===== config.mk =====
export PLATFORM = sky130hd
export DESIGN_NAME = cart_loader_top
export DESIGN_NICKNAME = d
export VERILOG_FILES = /design/src/logic/snes_cart_pkg.sv /design/src/logic/load_capture.sv /design/src/logic/header_parse.sv /design/src/logic/cheat_assemble.sv /design/src/logic/ram_clear.sv /design/src/logic/cart_loader_top.sv
export SDC_FILE = /design/constraint.sdc
export NUM_CORES = 1
export LEC_CHECK = 0
export ABC_CLOCK_PERIOD_IN_PS = 3700
export BUFFER_PORTS_ARGS = -buffer_cell sky130_fd_sc_hd__clkbuf_2
export CAP_MARGIN = 0
export CORE_ASPECT_RATIO = 0.8
export CORE_MARGIN = 10
export CORE_UTILIZATION = 30
export CTS_BUF_LIST = sky130_fd_sc_hd__clkbuf_8 sky130_fd_sc_hd__clkbuf_16
export CTS_CLUSTER_SIZE = 30
export DETAILED_ROUTE_END_ITERATION = 7
export GPL_TIMING_DRIVEN = 0
export PLACE_DENSITY = 0.64
export SETUP_SLACK_MARGIN = 0.02
export SKIP_CTS_REPAIR_TIMING = 1
export SLEW_MARGIN = 20
export SYNTH_ARGS = -nofsm -noshare
export SYNTH_HDL_FRONTEND = slang
export SYNTH_SLANG_ARGS = --single-unit

===== constraint.sdc =====
create_clock -name clk_sys -period 3.7 [get_ports clk_sys]
set_input_delay 0 -clock clk_sys [delete_from_list [all_inputs] [get_ports clk_sys]]
set_output_delay 0 -clock clk_sys [all_outputs]
set_load 0.01 [all_outputs]

===== src/logic/snes_cart_pkg.sv =====
`default_nettype none

package snes_cart_pkg;

	// ========================================================================
	// Download stream
	// ========================================================================
	localparam int DL_ADDR_W = 25;
	localparam int DL_DATA_W = 16;

	// Index values from the host
	localparam logic [5:0] IDX_CART = 6'd0;
	localparam logic [7:0] IDX_CODE = 8'hFF;

	// ========================================================================
	// ROM header
	// ========================================================================
	// Copier header in front of the image
	localparam logic [DL_ADDR_W-1:0] HDR_SKIP         = 25'h200;
	localparam logic [DL_ADDR_W-1:0] HDR_LOROM_ADDR   = 25'h7FD6;
	localparam logic [DL_ADDR_W-1:0] HDR_HIROM_ADDR   = 25'hFFD6;
	localparam logic [DL_ADDR_W-1:0] HDR_EXHIROM_ADDR = 25'h40FFD6;
	// RAM size follows the ROM size field
	localparam logic [DL_ADDR_W-1:0] HDR_RAM_GAP      = 25'd2;

	localparam logic [3:0] DEF_ROM_SIZE = 4'd12;

	localparam int                MASK_W    = 24;
	localparam logic [MASK_W-1:0] MASK_BASE = 24'd1024;

	localparam logic [2:0] HDR_AUTO    = 3'd0;
	localparam logic [2:0] HDR_NONE    = 3'd1;
	localparam logic [2:0] HDR_LOROM   = 3'd2;
	localparam logic [2:0] HDR_HIROM   = 3'd3;
	localparam logic [2:0] HDR_EXHIROM = 3'd4;

	// ========================================================================
	// WRAM fill
	// ========================================================================
	localparam int FILL_ADDR_W = 17;

	localparam logic [7:0] FILL_BYTE_A = 8'h66;
	localparam logic [7:0] FILL_BYTE_B = 8'h99;
	localparam logic [7:0] FILL_BYTE_C = 8'h55;

	localparam logic [1:0] FILL_9966 = 2'd0;
	localparam logic [1:0] FILL_00FF = 2'd1;
	localparam logic [1:0] FILL_55   = 2'd2;
	localparam logic [1:0] FILL_FF   = 2'd3;

	// Cheat code, loaded as words and consumed as fields
	typedef union packed {
		logic [7:0][15:0] words;
		struct packed {
			logic [31:0] flags;
			logic [31:0] address;
			logic [31:0] compare;
			logic [31:0] replace;
		} fields;
	} cheat_code_t;

endpackage

`default_nettype wire


===== src/logic/load_capture.sv =====
`default_nettype none
`timescale 1ns/10ps

module load_capture (
	input  wire                                 clk_sys,
	input  wire                                 RESET,
	input  wire                                 dl_active,
	input  wire [7:0]                           dl_index,
	input  wire [snes_cart_pkg::DL_ADDR_W-1:0] dl_addr,
	input  wire [snes_cart_pkg::DL_DATA_W-1:0] dl_data,
	input  wire                                 dl_wr,
	output logic [snes_cart_pkg::DL_ADDR_W-1:0] cap_addr,
	output logic [snes_cart_pkg::DL_DATA_W-1:0] cap_data,
	output logic                                cart_wr,
	output logic                                code_wr,
	output logic                                cart_active,
	output logic                                cart_start
);

	import snes_cart_pkg::*;

	logic is_cart;
	logic is_code;

	// Index decode, done once for all later stages
	assign is_cart = dl_active && (dl_index[5:0] == IDX_CART);
	assign is_code = dl_active && (dl_index == IDX_CODE);

	// Address and data words
	always_ff @(posedge clk_sys) begin
		cap_addr <= dl_addr;
		cap_data <= dl_data;
	end

	always_ff @(posedge clk_sys) begin
		if (RESET) begin
			cart_wr     <= 1'b0;
			code_wr     <= 1'b0;
			cart_active <= 1'b0;
			cart_start  <= 1'b0;
		end else begin
			cart_wr     <= is_cart & dl_wr;
			code_wr     <= is_code & dl_wr;
			cart_active <= is_cart;
			// cart_active still holds the previous level here
			cart_start  <= is_cart & ~cart_active;
		end
	end

endmodule

`default_nettype wire


===== src/logic/header_parse.sv =====
`default_nettype none
`timescale 1ns/10ps

module header_parse (
	input  wire                                 clk_sys,
	input  wire                                 RESET,
	input  wire                                 cart_wr,
	input  wire                                 cart_active,
	input  wire [snes_cart_pkg::DL_ADDR_W-1:0] cap_addr,
	input  wire [snes_cart_pkg::DL_DATA_W-1:0] cap_data,
	input  wire [2:0]                           hdr_mode,
	input  wire [1:0]                           region_sel,
	output logic [7:0]                          rom_type,
	output logic [snes_cart_pkg::MASK_W-1:0]    rom_mask,
	output logic [snes_cart_pkg::MASK_W-1:0]    ram_mask,
	output logic                                pal
);

	import snes_cart_pkg::*;

	logic [3:0]           rom_size;
	logic [3:0]           ram_size;
	logic                 rom_region;
	logic                 hdr_valid;
	logic [DL_ADDR_W-1:0] size_addr;
	logic                 mode_fixed;

	// Size field location for the forced header modes
	always_comb begin
		mode_fixed = 1'b1;
		case (hdr_mode)
			HDR_LOROM:   size_addr = HDR_LOROM_ADDR + HDR_SKIP;
			HDR_HIROM:   size_addr = HDR_HIROM_ADDR + HDR_SKIP;
			HDR_EXHIROM: size_addr = HDR_EXHIROM_ADDR + HDR_SKIP;
			default: begin
				mode_fixed = 1'b0;
				size_addr  = '0;
			end
		endcase
	end

	// Size registers
	always_ff @(posedge clk_sys) begin
		if (cart_wr) begin
			if (cap_addr == '0) begin
				rom_size <= DEF_ROM_SIZE;
				ram_size <= 4'd0;
				// Auto mode takes both sizes from the first byte
				if (hdr_mode == HDR_AUTO && cap_data[7:0] != 8'd0)
					{ram_size, rom_size} <= cap_data[7:0];
			end
			if (mode_fixed && cap_addr == size_addr)
				rom_size <= cap_data[11:8];
			if (mode_fixed && cap_addr == size_addr + HDR_RAM_GAP)
				ram_size <= cap_data[3:0];
		end
	end

	always_ff @(posedge clk_sys) begin
		if (RESET) begin
			rom_type   <= 8'd0;
			rom_region <= 1'b0;
			hdr_valid  <= 1'b0;
			pal        <= 1'b0;
		end else begin
			if (cart_wr && cap_addr == '0) begin
				hdr_valid <= 1'b1;
				case (hdr_mode)
					HDR_NONE, HDR_LOROM: rom_type <= 8'd0;
					HDR_HIROM:           rom_type <= 8'd1;
					HDR_EXHIROM:         rom_type <= 8'd2;
					default:             rom_type <= cap_data[15:8];
				endcase
			end
			if (cart_wr && cap_addr == DL_ADDR_W'(2))
				rom_region <= cap_data[8];

			// Region only moves between downloads
			if (!cart_active)
				pal <= (region_sel == 2'd0) ? rom_region : region_sel[1];
		end
	end

	// ========================================================================
	// Masks
	// ========================================================================
	assign rom_mask = hdr_valid ? (MASK_BASE << rom_size) - MASK_W'(1) : '0;
	assign ram_mask = (hdr_valid && ram_size != 4'd0) ?
		(MASK_BASE << ram_size) - MASK_W'(1) : '0;

endmodule

`default_nettype wire


===== src/logic/cheat_assemble.sv =====
`default_nettype none
`timescale 1ns/10ps

module cheat_assemble (
	input  wire                                 clk_sys,
	input  wire                                 RESET,
	input  wire                                 code_wr,
	input  wire [snes_cart_pkg::DL_ADDR_W-1:0] cap_addr,
	input  wire [snes_cart_pkg::DL_DATA_W-1:0] cap_data,
	output snes_cart_pkg::cheat_code_t          code,
	output logic                                code_valid
);

	import snes_cart_pkg::*;

	logic [2:0] slot;
	logic       even_wr;

	// Offset 4k is the low half of field k, 4k+2 its high half.
	// Field 0 (flags) sits in the top word pair.
	assign slot    = {~cap_addr[3:2], cap_addr[1]};
	assign even_wr = code_wr & ~cap_addr[0];

	always_ff @(posedge clk_sys) begin
		if (even_wr)
			code.words[slot] <= cap_data;
	end

	// Last word completes the code
	always_ff @(posedge clk_sys) begin
		if (RESET)
			code_valid <= 1'b0;
		else
			code_valid <= even_wr && (cap_addr[3:0] == 4'd14);
	end

endmodule

`default_nettype wire


===== src/logic/ram_clear.sv =====
`default_nettype none
`timescale 1ns/10ps

module ram_clear (
	input  wire                                   clk_sys,
	input  wire                                   RESET,
	input  wire                                   cart_start,
	input  wire [1:0]                             wram_init,
	output logic [snes_cart_pkg::FILL_ADDR_W-1:0] fill_addr,
	output logic [7:0]                            fill_data,
	output logic                                  fill_we,
	output logic                                  fill_busy
);

	import snes_cart_pkg::*;

	// ========================================================================
	// Sequencer
	// ========================================================================
	// A new cartridge restarts the fill, even mid-way
	always_ff @(posedge clk_sys) begin
		if (RESET) begin
			fill_busy <= 1'b0;
			fill_addr <= '0;
		end else if (cart_start) begin
			fill_busy <= 1'b1;
			fill_addr <= '0;
		end else if (fill_busy) begin
			fill_addr <= fill_addr + FILL_ADDR_W'(1);
			if (&fill_addr)
				fill_busy <= 1'b0;
		end
	end

	// One write per cycle while busy
	assign fill_we = fill_busy;

	// ========================================================================
	// Pattern generator
	// ========================================================================
	always_comb begin
		case (wram_init)
			FILL_9966: fill_data = (fill_addr[8] ^ fill_addr[2]) ? FILL_BYTE_A : FILL_BYTE_B;
			FILL_00FF: fill_data = (fill_addr[9] ^ fill_addr[0]) ? 8'hFF : 8'h00;
			FILL_55:   fill_data = FILL_BYTE_C;
			FILL_FF:   fill_data = 8'hFF;
			default:   fill_data = 8'hFF;
		endcase
	end

endmodule

`default_nettype wire


===== src/logic/cart_loader_top.sv =====
`default_nettype none
`timescale 1ns/10ps

module cart_loader_top (
	input  wire                                   clk_sys,
	input  wire                                   RESET,
	input  wire                                   dl_active,
	input  wire [7:0]                             dl_index,
	input  wire [snes_cart_pkg::DL_ADDR_W-1:0]   dl_addr,
	input  wire [snes_cart_pkg::DL_DATA_W-1:0]   dl_data,
	input  wire                                   dl_wr,
	input  wire [2:0]                             hdr_mode,
	input  wire [1:0]                             region_sel,
	input  wire [1:0]                             wram_init,
	output logic [7:0]                            rom_type,
	output logic [snes_cart_pkg::MASK_W-1:0]      rom_mask,
	output logic [snes_cart_pkg::MASK_W-1:0]      ram_mask,
	output logic                                  pal,
	output snes_cart_pkg::cheat_code_t            code,
	output logic                                  code_valid,
	output logic [snes_cart_pkg::FILL_ADDR_W-1:0] fill_addr,
	output logic [7:0]                            fill_data,
	output logic                                  fill_we,
	output logic                                  fill_busy,
	output logic                                  core_reset
);

	import snes_cart_pkg::*;

	logic [DL_ADDR_W-1:0] cap_addr;
	logic [DL_DATA_W-1:0] cap_data;
	logic                 cart_wr;
	logic                 code_wr;
	logic                 cart_active;
	logic                 cart_start;

	// ========================================================================
	// Capture and classify
	// ========================================================================
	load_capture i_load_capture (
		.clk_sys     (clk_sys),
		.RESET       (RESET),
		.dl_active   (dl_active),
		.dl_index    (dl_index),
		.dl_addr     (dl_addr),
		.dl_data     (dl_data),
		.dl_wr       (dl_wr),
		.cap_addr    (cap_addr),
		.cap_data    (cap_data),
		.cart_wr     (cart_wr),
		.code_wr     (code_wr),
		.cart_active (cart_active),
		.cart_start  (cart_start)
	);

	// ========================================================================
	// Back stages
	// ========================================================================
	header_parse i_header_parse (
		.clk_sys     (clk_sys),
		.RESET       (RESET),
		.cart_wr     (cart_wr),
		.cart_active (cart_active),
		.cap_addr    (cap_addr),
		.cap_data    (cap_data),
		.hdr_mode    (hdr_mode),
		.region_sel  (region_sel),
		.rom_type    (rom_type),
		.rom_mask    (rom_mask),
		.ram_mask    (ram_mask),
		.pal         (pal)
	);

	cheat_assemble i_cheat_assemble (
		.clk_sys    (clk_sys),
		.RESET      (RESET),
		.code_wr    (code_wr),
		.cap_addr   (cap_addr),
		.cap_data   (cap_data),
		.code       (code),
		.code_valid (code_valid)
	);

	ram_clear i_ram_clear (
		.clk_sys    (clk_sys),
		.RESET      (RESET),
		.cart_start (cart_start),
		.wram_init  (wram_init),
		.fill_addr  (fill_addr),
		.fill_data  (fill_data),
		.fill_we    (fill_we),
		.fill_busy  (fill_busy)
	);

	// Core held in reset during download and WRAM fill
	assign core_reset = RESET | cart_active | fill_busy;

endmodule

`default_nettype wire


==> results of run 1 <==
final cells by class:
type / count / area [um^2] / share of cell area [%]
flip-flops and latches: 211 / 5590 / 53.0
inverters: 7 / 26.3 / 0.249
clock buffers: 25 / 603 / 5.72
well taps: 318 / 398 / 3.77
clock inverters: 15 / 90.1 / 0.855
plain buffers: 38 / 234 / 2.22
repair buffers: 329 / 1930 / 18.3
multi-input cells: 262 / 1680 / 15.9
diodes: 1 / 2.50 / 0.0237
how the worst min path moves through the flow:
stage / slack, ps / cells past startpoint / from / end
CTS: -420 / 1 / dl_data[15] / i_load_capture.cap_data[15]
floorplan: 30 / 0 / dl_addr[0] / i_load_capture.cap_addr[0]
detailed placement: 100 / 1 / dl_addr[20] / i_load_capture.cap_addr[20]
finish: -60 / 6 / region_sel[0] / i_header_parse.pal
global route: 4 / 6 / region_sel[0] / i_header_parse.pal
global placement: 100 / 1 / dl_data[6] / i_load_capture.cap_data[6]
layout by cell type, fill, tap and decap left out, types with 6 or more instances in the layout:
| cell | instances |
|---|---|
| a21oi_1 | 23 |
| a22o_1 | 6 |
| and2_1 | 13 |
| buf_4 | 28 |
| clkbuf_1 | 13 |
| clkbuf_16 | 23 |
| clkbuf_2 | 273 |
| dfxtp_1 | 75 |
| dlygate4sd3_1 | 48 |
| edfxtp_1 | 136 |
| inv_1 | 13 |
| nand2_1 | 23 |
| nand3_1 | 16 |
| nand4_1 | 6 |
| nor2_1 | 39 |
| nor2b_1 | 12 |
| nor3_1 | 11 |
| nor4_1 | 9 |
| o21ai_0 | 10 |
| xnor2_1 | 7 |
| xor2_1 | 11 |
per-layer routing:
layer / wire length, um / vias up
li1: - / 2584
met1: 9800 / 2588
met2: 11000 / 202
met3: 1970 / 25
met4: 295 / 0
met5: 0 / -
worst max-delay path, cell delays in order, from the launching register on:
cell and delay [ps]:
dfxtp_1 310, nor4_1 590, a21boi_0 250, o21bai_1 170, and2_1 200, o31ai_1 760
metrics by stage:
| stage | hold slack (ps) | setup WS [ps] |
|---|---|---|
| after global placement | 102 | 24.7 |
| after floorplan | 27.7 | 1160 |
| after global routing | 4.46 | 807 |
| after CTS | -423 | 995 |
| after detailed placement | 104 | 1020 |
| final | -61.6 | 1040 |
sequential cells by signal, indices dropped and copies added (netlist names), 4 cells and up:
name and count:
i_header_parse.ram_size 4, i_load_capture.cap_data 16, i_load_capture.cap_addr 25, i_cheat_assemble.code 128, i_header_parse.rom_size 4, i_header_parse.rom_type 8, i_ram_clear.fill_addr 17
cells by family (layout without fill, tap and decap cells):
kind of cell | count (synthesis) | count (layout) | synth area share (%)
buffers and inverters | 45 | 414 | 3.48
flip-flops | 211 | 211 | 74.6
AO/OA/AOI/OAI | 59 | 59 | 5.67
AND/OR/NAND/NOR | 177 | 177 | 12.9
multiplexers | 3 | 3 | 0.418
adder cells (fa/ha/maj) | 5 | 5 | 0.802
XOR/XNOR | 18 | 18 | 2.11
other | 0 | 1 | 0
power by group through the flow:
| stage | sequential [mW] | clock (mW) | combinational, mW |
|---|---|---|---|
| 2_1_floorplan | 2.60 | 0 | 0.0445 |
| 3_3_place_gp | 2.61 | 0 | 0.0965 |
| 3_5_place_dp | 2.62 | 0 | 0.0985 |
| 4_1_cts | 2.56 | 2.15 | 0.0994 |
| 5_1_grt | 2.57 | 2.26 | 0.154 |
| 6_report | 2.56 | 2.09 | 0.140 |
==> reports/qor.yml, run 1 <==
logic_synthesis:
  yosys_warnings: 0
  synthCells: 518
  syn_nets: 582
  synth_top_area_share_pct: 54.6
  ys_seq_area_share_pct: 74.6
  synth_common_cells: "edfxtp_1, dfxtp_1, nor2_1, buf_4"
  syn_area_per_cell_um2: 14.5
  yosys-top-cells-area: "edfxtp_1, dfxtp_1, buf_4"
  synth-edff-count: 136
  ys_ff_latch: 211
  netlist_area_mm2: 0.00749
  ys_async_sr_fraction_pct: 0
  yosysUniqueCellTypes: 55
  yosysMostFrequentCell: "edfxtp_1"
  synth_flop_cell: "edfxtp_1"
  yosysTopAreaCell: "edfxtp_1"
timing:
  relSlewSlack_pct: 40.5
  setup-tns-final_ps: 0
  fin_crit_sh_pct: 71.9
  worst_pin_slew_ps: 884
  slew_violations: 0
  setup_viol: 0
  finalHoldViolCount: 1
  rsz0062_at_grt: "no"
  period_minus_slack_ps: 2660
  clock.fmax_mhz: 376
  whs_ps: -61.6
  skew_ps: 10.1
layout:
  final_area_mm2: 0.0105
  area_growth_pct: 40.8
  final_core_util_pct: 43.1
  drive_gt1_share_pct: 40.0
  fillers: 2248
  fin_nets: 935
  layoutNonFillerInstCount: 1206
worst_setup_path:
  ff2ff_path_depth: 5
  crit_path_end_kind: "flip-flop"
  critPathLaunchType: "flip-flop"
  reg2reg_to: "i_header_parse.ram_size[0]"
  crit_type: "reg2reg"
  endpoint: "i_header_parse.ram_size[0]"
  rr_startpoint: "i_load_capture.cap_addr[4]"
  r2r_setup_slack_ps: 1040
  critPathArrivalTime_ps: 2770
  crit_start: "i_load_capture.cap_addr[4]"
  path_max_fanout: 4
  required_ps: 3810
floorplanning:
  dieArea_mm2: 0.0317
  die_x_um: 197
  die_h_um: 161
  ios: 274
  core-area_mm2: 0.0244
  rows: 51
  initial_utilization_pct: 30.6
cts:
  cts.htree.levels: 1
  cts_tree: "done"
  path_clk_slew_ps: 60
  clk_latency_ps: 490
  cts.sinks: 211
  cts.path.max_buffers: 3
  root_buffer: "clkbuf_16"
  numCtsBuffers: 22
grt:
  grtUsageMet1_pct: 17.2
  grt_pass1_vias: 5249
  grt_usage_pct: 13.4
  grt_pass1_wl_um: 33200
  grt-busiest-layer: "met2"
  antenna_found_initial: 1
  grt_util_met2_pct: 21.8
  grt-ovfl-total: 0
  grt_max_degree: 17
  grtUsageMet3_pct: 4.28
power:
  power.leakage_nw: 4.30
  p_switching_uw: 962
  power_density_mw_per_mm2: 455
  p_clk_share_pct: 43.6
  combPwrFrac_pct: 2.9
  power.share.sequential_pct: 53.4
  internal_power_mw: 3.83
  p_sw_share_pct: 20.0
  vdd_drop_max_mv: 0.310
  p_total_mw: 4.80
drt:
  dr_total_vias: 5399
  ant_nets: 0
  routed_via_density: 4.48
  drtPass1Iterations: 6
  routedWlPerCell_um: 19.1
  drc: 0
  drtIter0Drc: 308
  routed_wirelength_um: 23100
worst_hold_path:
  hp-class: "in2reg"
run:
  cap_violations: 0
placement:
  gp_congestion: 0.778
  io_buffers: 273
  dp_hpwl_um: 16800
  placed_area_mm2: 0.00936
  dp.cells: 1117
outcome:
  violations: "hold timing"
  status: "complete, but fails checks"
(Power assumes the default switching activity.)
==> run 2: changes to the inputs <==
--- a/config.mk
+++ b/config.mk
@@ -5,7 +5,7 @@
 export SDC_FILE = /design/constraint.sdc
 export NUM_CORES = 1
 export LEC_CHECK = 0
-export ABC_CLOCK_PERIOD_IN_PS = 3700
+export ABC_CLOCK_PERIOD_IN_PS = 2300
 export BUFFER_PORTS_ARGS = -buffer_cell sky130_fd_sc_hd__clkbuf_2
 export CAP_MARGIN = 0
 export CORE_ASPECT_RATIO = 0.8
@@ -15,7 +15,7 @@
 export CTS_CLUSTER_SIZE = 30
 export DETAILED_ROUTE_END_ITERATION = 7
 export GPL_TIMING_DRIVEN = 0
-export PLACE_DENSITY = 0.64
+export PLACE_DENSITY = 0.66
 export SETUP_SLACK_MARGIN = 0.02
 export SKIP_CTS_REPAIR_TIMING = 1
 export SLEW_MARGIN = 20
==> constraint.sdc (replaced) <==
create_clock -name clk_sys -period 2.3 [get_ports clk_sys]
set_input_delay 0 -clock clk_sys [delete_from_list [all_inputs] [get_ports clk_sys]]
set_output_delay 0 -clock clk_sys [all_outputs]
set_load 0.01 [all_outputs]
==> run 2 against run 1 <==
  * The run now ends clean
  * Critical path depth is 2 higher
  * Register-to-register slack worse by 940 ps
  * Cell count rose by 1.7%
  * Sequential share of layout area decreased by 1.9 points
  * Worst hold slack better by 120 ps
  * Worst setup slack lost 1000 ps
  * Sequential cell count did not move
  * Count of clock-buffer cells in the layout did not move
  * Combinational power up 62%
==> reports/qor.yml, run 2 (synthesis results as in run 1) <==
cts:
  cts_tree: "done"
  cts.sinks: 211  # unchanged
  path_clk_slew_ps: 60  # about the same
  cts.path.max_buffers: 3  # unchanged
  numCtsBuffers: 22  # unchanged
  cts.htree.levels: 1  # unchanged
  clk_latency_ps: 500  # about the same
  root_buffer: "clkbuf_16"
layout:
  final_cell_mix: "clkbuf_2, edfxtp_1, dfxtp_1"
  final_area_mm2: 0.0109  # +3.8%
  fillers: 2217  # -1.4%
  fin_nets: 957  # +2.4%
  drive_gt1_share_pct: 44.8  # +4.8 points
  layoutNonFillerInstCount: 1227  # +1.7%
  final_common_cell: "clkbuf_2"
  antenna-diode-count: 0  # -1
  area_growth_pct: 46.1
  largest_reg_flops: 128  # unchanged
worst_hold_path:
  hp-class: "in2reg"
placement:
  post-place-ws_ps: -396  # -1420 ps
  dp.cells: 1116  # -0.090%
  placed_area_mm2: 0.00938  # +0.16%
  dp_hpwl_um: 17000  # +1.1%
  gp_congestion: 0.754  # -3.1%
  io_buffers: 273  # unchanged
worst_setup_path:
  crit_path_end_kind: "output pin"
  reg2reg_to: "i_header_parse.rom_size[2]"
  crit_start: "i_header_parse.ram_size[1]"
  path_max_fanout: 7  # +3
  endpoint: "ram_mask[12]"
  rr_startpoint: "i_load_capture.cap_addr[0]"
  ff2ff_path_depth: 5  # unchanged
  required_ps: 2300  # -1510 ps
  r2r_setup_slack_ps: 100  # -940 ps
  critPathLaunchType: "flip-flop"
  critPathArrivalTime_ps: 2280  # -490 ps
  crit_type: "reg2out"
grt:
  antenna_found_initial: 0  # -1
  grt_max_degree: 17  # unchanged
  grt_pass1_wl_um: 33100  # -0.42%
  grt-ovfl-total: 0  # unchanged
  grt_usage_pct: 13.4  # +0.054 points
  grt_pass1_vias: 5333  # +1.6%
timing:
  slew_violations: 0  # unchanged
  setup-tns-final_ps: 0  # unchanged
  clock.fmax_mhz: 439
  period_minus_slack_ps: 2280
  relSlewSlack_pct: 46.2  # +5.7 points
  setup_viol: 0  # unchanged
  fin_ws_ps: 21.1  # -1020 ps
  finalHoldViolCount: 0  # -1
  skew_ps: 6.76  # -3.38 ps
  fin_crit_sh_pct: 99.1
  worst_pin_slew_ps: 803  # -81.2 ps
  rsz0062_at_grt: "yes"
  whs_ps: 60.5  # +122 ps
floorplanning:
  initial_utilization_pct: 30.6  # unchanged
  die_x_um: 197  # unchanged
  ios: 274  # unchanged
  dieArea_mm2: 0.0317  # unchanged
  rows: 51  # unchanged
  die_h_um: 161  # unchanged
  core-area_mm2: 0.0244  # unchanged
power:
  power_density_mw_per_mm2: 713  # +57%
  vdd_drop_max_mv: 0.479  # +54%
  power.leakage_nw: 4.51  # +4.9%
drt:
  routed_via_density: 4.49  # +0.24%
  drc: 0  # unchanged
  wl_met3_um: 2240  # +14%
  routedWlPerCell_um: 19.4  # +1.1%
  drtPass1Iterations: 4  # -2
  ant_nets: 0  # unchanged
  dr.max_layer_used: "met4"
  drtIter0Drc: 340  # +10%
  dr_total_vias: 5506  # +2.0%
  routed_wirelength_um: 23800  # +2.9%
  met2_length_um: 11100  # +0.93%
  drt-met1-wl_um: 9820  # +0.19%
outcome:
  status: "complete, no violations"
run:
  cap_violations: 0  # unchanged
run 2: layout make-up:
class	count	area, um^2	area share (%)
Sequential cell	211	5590	51.1
Multi-Input combinational cell	262	1840	16.8
Clock inverter	15	109	0.995
Inverter	7	26.3	0.240
Tap cell	318	398	3.64
Clock buffer	25	603	5.51
Buffer	34	240	2.20
Timing Repair Buffer	355	2140	19.6
run 2: per-layer routing:
layer	GRT usage, %	vias to the layer above
li1	-	2627
met1	17.0	2620
met2	21.2	225
met3	4.97	34
met4	3.58	0
met5	0	-
run 2: how the worst min path moves through the flow:
stage | startpoint | endpoint | depth (start not counted)
after CTS | dl_data[8] | i_load_capture.cap_data[8] | 1
after floorplan | dl_addr[0] | i_load_capture.cap_addr[0] | 0
after global placement | dl_data[13] | i_load_capture.cap_data[13] | 1
after detailed placement | dl_data[12] | i_load_capture.cap_data[12] | 1
final | hdr_mode[2] | i_header_parse.rom_type[1] | 4
after global routing | hdr_mode[2] | i_header_parse.rom_type[1] | 4
run 2: worst max-delay path, stage by stage, from the launching register on:
cell and delay (ps):
edfxtp_1 440, buf_4 170, nor2_4 120, nand2_2 90
ha_4 190, or4bb_1 470, a21boi_1 130, buf_2 160
run 2: report_power, final:
| part | switching [mW] | internal [mW] | total (mW) |
|---|---|---|---|
| clock network | 1.45 | 2.00 | 3.45 |
| logic | 0.0986 | 0.129 | 0.227 |
| registers | 0.0655 | 4.06 | 4.13 |
| total | 1.62 | 6.19 | 7.81 |
run 2: metrics by stage:
| stage | power [mW] | utilization (%) |
|---|---|---|
| global route | 8.09 | 44.8 |
| detailed placement | 4.37 | 38.4 |
| CTS | 7.81 | 41.3 |
| global placement | 4.36 | 37.9 |
| floorplan | 4.25 | - |
| finish | 7.81 | 44.8 |
==> run 3: changes to the inputs <==
--- a/config.mk
+++ b/config.mk
@@ -5,7 +5,7 @@
 export SDC_FILE = /design/constraint.sdc
 export NUM_CORES = 1
 export LEC_CHECK = 0
-export ABC_CLOCK_PERIOD_IN_PS = 2300
+export ABC_CLOCK_PERIOD_IN_PS = 2900
 export BUFFER_PORTS_ARGS = -buffer_cell sky130_fd_sc_hd__clkbuf_2
 export CAP_MARGIN = 0
 export CORE_ASPECT_RATIO = 0.8
@@ -15,7 +15,7 @@
 export CTS_CLUSTER_SIZE = 30
 export DETAILED_ROUTE_END_ITERATION = 7
 export GPL_TIMING_DRIVEN = 0
-export PLACE_DENSITY = 0.66
+export PLACE_DENSITY = 0.64
 export SETUP_SLACK_MARGIN = 0.02
 export SKIP_CTS_REPAIR_TIMING = 1
 export SLEW_MARGIN = 20
==> constraint.sdc (replaced) <==
create_clock -name clk_sys -period 2.9 [get_ports clk_sys]
set_input_delay 0 -clock clk_sys [delete_from_list [all_inputs] [get_ports clk_sys]]
set_output_delay 0 -clock clk_sys [all_outputs]
set_load 0.01 [all_outputs]
==> run 3 against run 2 <==
  * The flow now finishes with violations (hold timing)
  * Clock skew up 4.0 ps
  * Clock power down 23%
  * Design area down 3.6%
  * Register-to-register slack better by 140 ps
  * Count of clock-buffer cells in the layout unchanged
  * Worst setup slack better by 220 ps
  * Wire length down 2.9%
  * Global-route usage down 0.054 points
  * Critical endpoint is now i_header_parse.ram_size[0]
==> reports/qor.yml, run 3 (synthesis results as in run 1) <==
grt:
  grt_usage_pct: 13.4  # -0.054 points
  grt_max_degree: 17  # unchanged
  grt_pass1_vias: 5249  # -1.6%
  antenna_found_initial: 1  # +1
  grt_pass1_wl_um: 33200  # +0.42%
  grt-ovfl-total: 0  # unchanged
worst_setup_path:
  r2r_setup_slack_ps: 240  # +140 ps
  critPathMaxStageDelay_ps: 760  # +290 ps
  required_ps: 3010  # +710 ps
  rr_startpoint: "i_load_capture.cap_addr[4]"
  crit_start: "i_load_capture.cap_addr[4]"
  crit_path_end_kind: "flip-flop"
  path_max_fanout: 4  # -3
  critPathLaunchType: "flip-flop"
  ff2ff_path_depth: 5  # unchanged
  slowest_stage: "o31ai_1"
  crit_cells: 5  # -2
  endpoint: "i_header_parse.ram_size[0]"
  cp_cell_sequence: "nor4_1 > a21boi_0 > o21bai_1 > and2_1 > o31ai_1"
  reg2reg_to: "i_header_parse.ram_size[0]"
  crit_buf_inv: 0  # -2
  critPathTopFamily: "compound AO/OA/AOI/OAI gates"
  crit_type: "reg2reg"
  critPathArrivalTime_ps: 2770  # +490 ps
cts:
  clk_latency_ps: 490  # about the same
  cts.path.max_buffers: 3  # unchanged
  numCtsBuffers: 22  # unchanged
  cts.sinks: 211  # unchanged
  cts_tree: "done"
  root_buffer: "clkbuf_16"
  cts.htree.levels: 1  # unchanged
  path_clk_slew_ps: 60  # about the same
timing:
  fin_ws_ps: 237  # +216 ps
  whs_ps: -61.5  # -122 ps
  clock.fmax_mhz: 375
  setup_viol: 0  # unchanged
  finalHoldViolCount: 1  # +1
  skew_ps: 10.7  # +3.96 ps
  setup-tns-final_ps: 0  # unchanged
  relSlewSlack_pct: 40.4  # -5.8 points
  period_minus_slack_ps: 2660
  slew_violations: 0  # unchanged
  fin_crit_sh_pct: 91.8
  worst_pin_slew_ps: 887  # +83.4 ps
  rsz0062_at_grt: "no"
drt:
  routedWlPerCell_um: 19.1  # -1.2%
  drc: 0  # unchanged
  drtPass1Iterations: 6  # +2
  routed_via_density: 4.47  # -0.35%
  drt-met1-wl_um: 9750  # -0.76%
  drtIter0Drc: 311  # -8.5%
  routed_wirelength_um: 23100  # -2.9%
  met2_length_um: 11000  # -0.90%
  dr.max_layer_used: "met4"
  ant_nets: 0  # unchanged
  wl_met3_um: 2000  # -11%
  dr_total_vias: 5393  # -2.1%
layout:
  area_growth_pct: 40.8
  drive_gt1_share_pct: 40.1  # -4.6 points
  largest_reg_flops: 128  # unchanged
  final_cell_mix: "clkbuf_2, edfxtp_1, dfxtp_1"
  final_common_cell: "clkbuf_2"
  layoutNonFillerInstCount: 1206  # -1.7%
  fin_nets: 935  # -2.3%
  final_core_util_pct: 43.1  # -1.6 points
  final_area_mm2: 0.0105  # -3.6%
floorplanning:
  rows: 51  # unchanged
  die_h_um: 161  # unchanged
  dieArea_mm2: 0.0317  # unchanged
  initial_utilization_pct: 30.6  # unchanged
  ios: 274  # unchanged
  core-area_mm2: 0.0244  # unchanged
  die_x_um: 197  # unchanged
placement:
  gp_congestion: 0.778  # +3.2%
  placed_area_mm2: 0.00936  # -0.16%
  io_buffers: 273  # unchanged
  dp.cells: 1117  # +0.090%
  dp_hpwl_um: 16800  # -1.0%
  post-place-ws_ps: 220  # +616 ps
run:
  cap_violations: 0  # unchanged
outcome:
  status: "complete, but fails checks"
  violations: "hold timing"
power:
  power.leakage_nw: 4.30  # -4.7%
  vdd_drop_max_mv: 0.396  # -17%
  power_density_mw_per_mm2: 580  # -19%
  p_total_mw: 6.12  # -22%
worst_hold_path:
  hp-class: "in2reg"
==> run 3: power breakdown <==
part           leakage (nW)  total [mW]  switching (mW)  internal [mW]
Clock                 0.364        2.67            1.10           1.57
Combinational          2.11       0.178          0.0782          0.100
Sequential             1.83        3.27          0.0478           3.22
Total                  4.30        6.12            1.23           4.89
==> run 3: tightest hold or removal path, stage by stage <==
cell and delay [ps]:
clkbuf_2 80, inv_1 50, a21oi_1 60, nor2_1 80, a21oi_1 50, nor2_1 80
==> run 3: layout make-up <==
type | instances | area (um^2)
fillers | 2247 | 13900
flip-flops and latches | 211 | 5590
repair buffers | 329 | 1930
multi-input cells | 262 | 1680
clock buffers | 25 | 603
well taps | 318 | 398
plain buffers | 38 | 234
clock inverters | 15 | 90.1
inverters | 7 | 26.3
diodes | 1 | 2.50
==> run 3: how the worst min path moves through the flow <==
stage / cells past startpoint / from / endpoint / slack, ps
2_1_floorplan: 0 / dl_addr[0] / i_load_capture.cap_addr[0] / 30
3_3_place_gp: 1 / dl_data[6] / i_load_capture.cap_data[6] / 100
3_5_place_dp: 1 / dl_addr[20] / i_load_capture.cap_addr[20] / 100
4_1_cts: 1 / dl_data[15] / i_load_capture.cap_data[15] / -420
5_1_grt: 6 / region_sel[0] / i_header_parse.pal / 4
6_report: 6 / region_sel[0] / i_header_parse.pal / -60
==> run 3: metal layers <==
layer,GRT usage (%),vias up
met3,4.28,25
met1,17.2,2580
met5,0,-
met2,21.8,206
met4,2.24,0
li1,-,2582
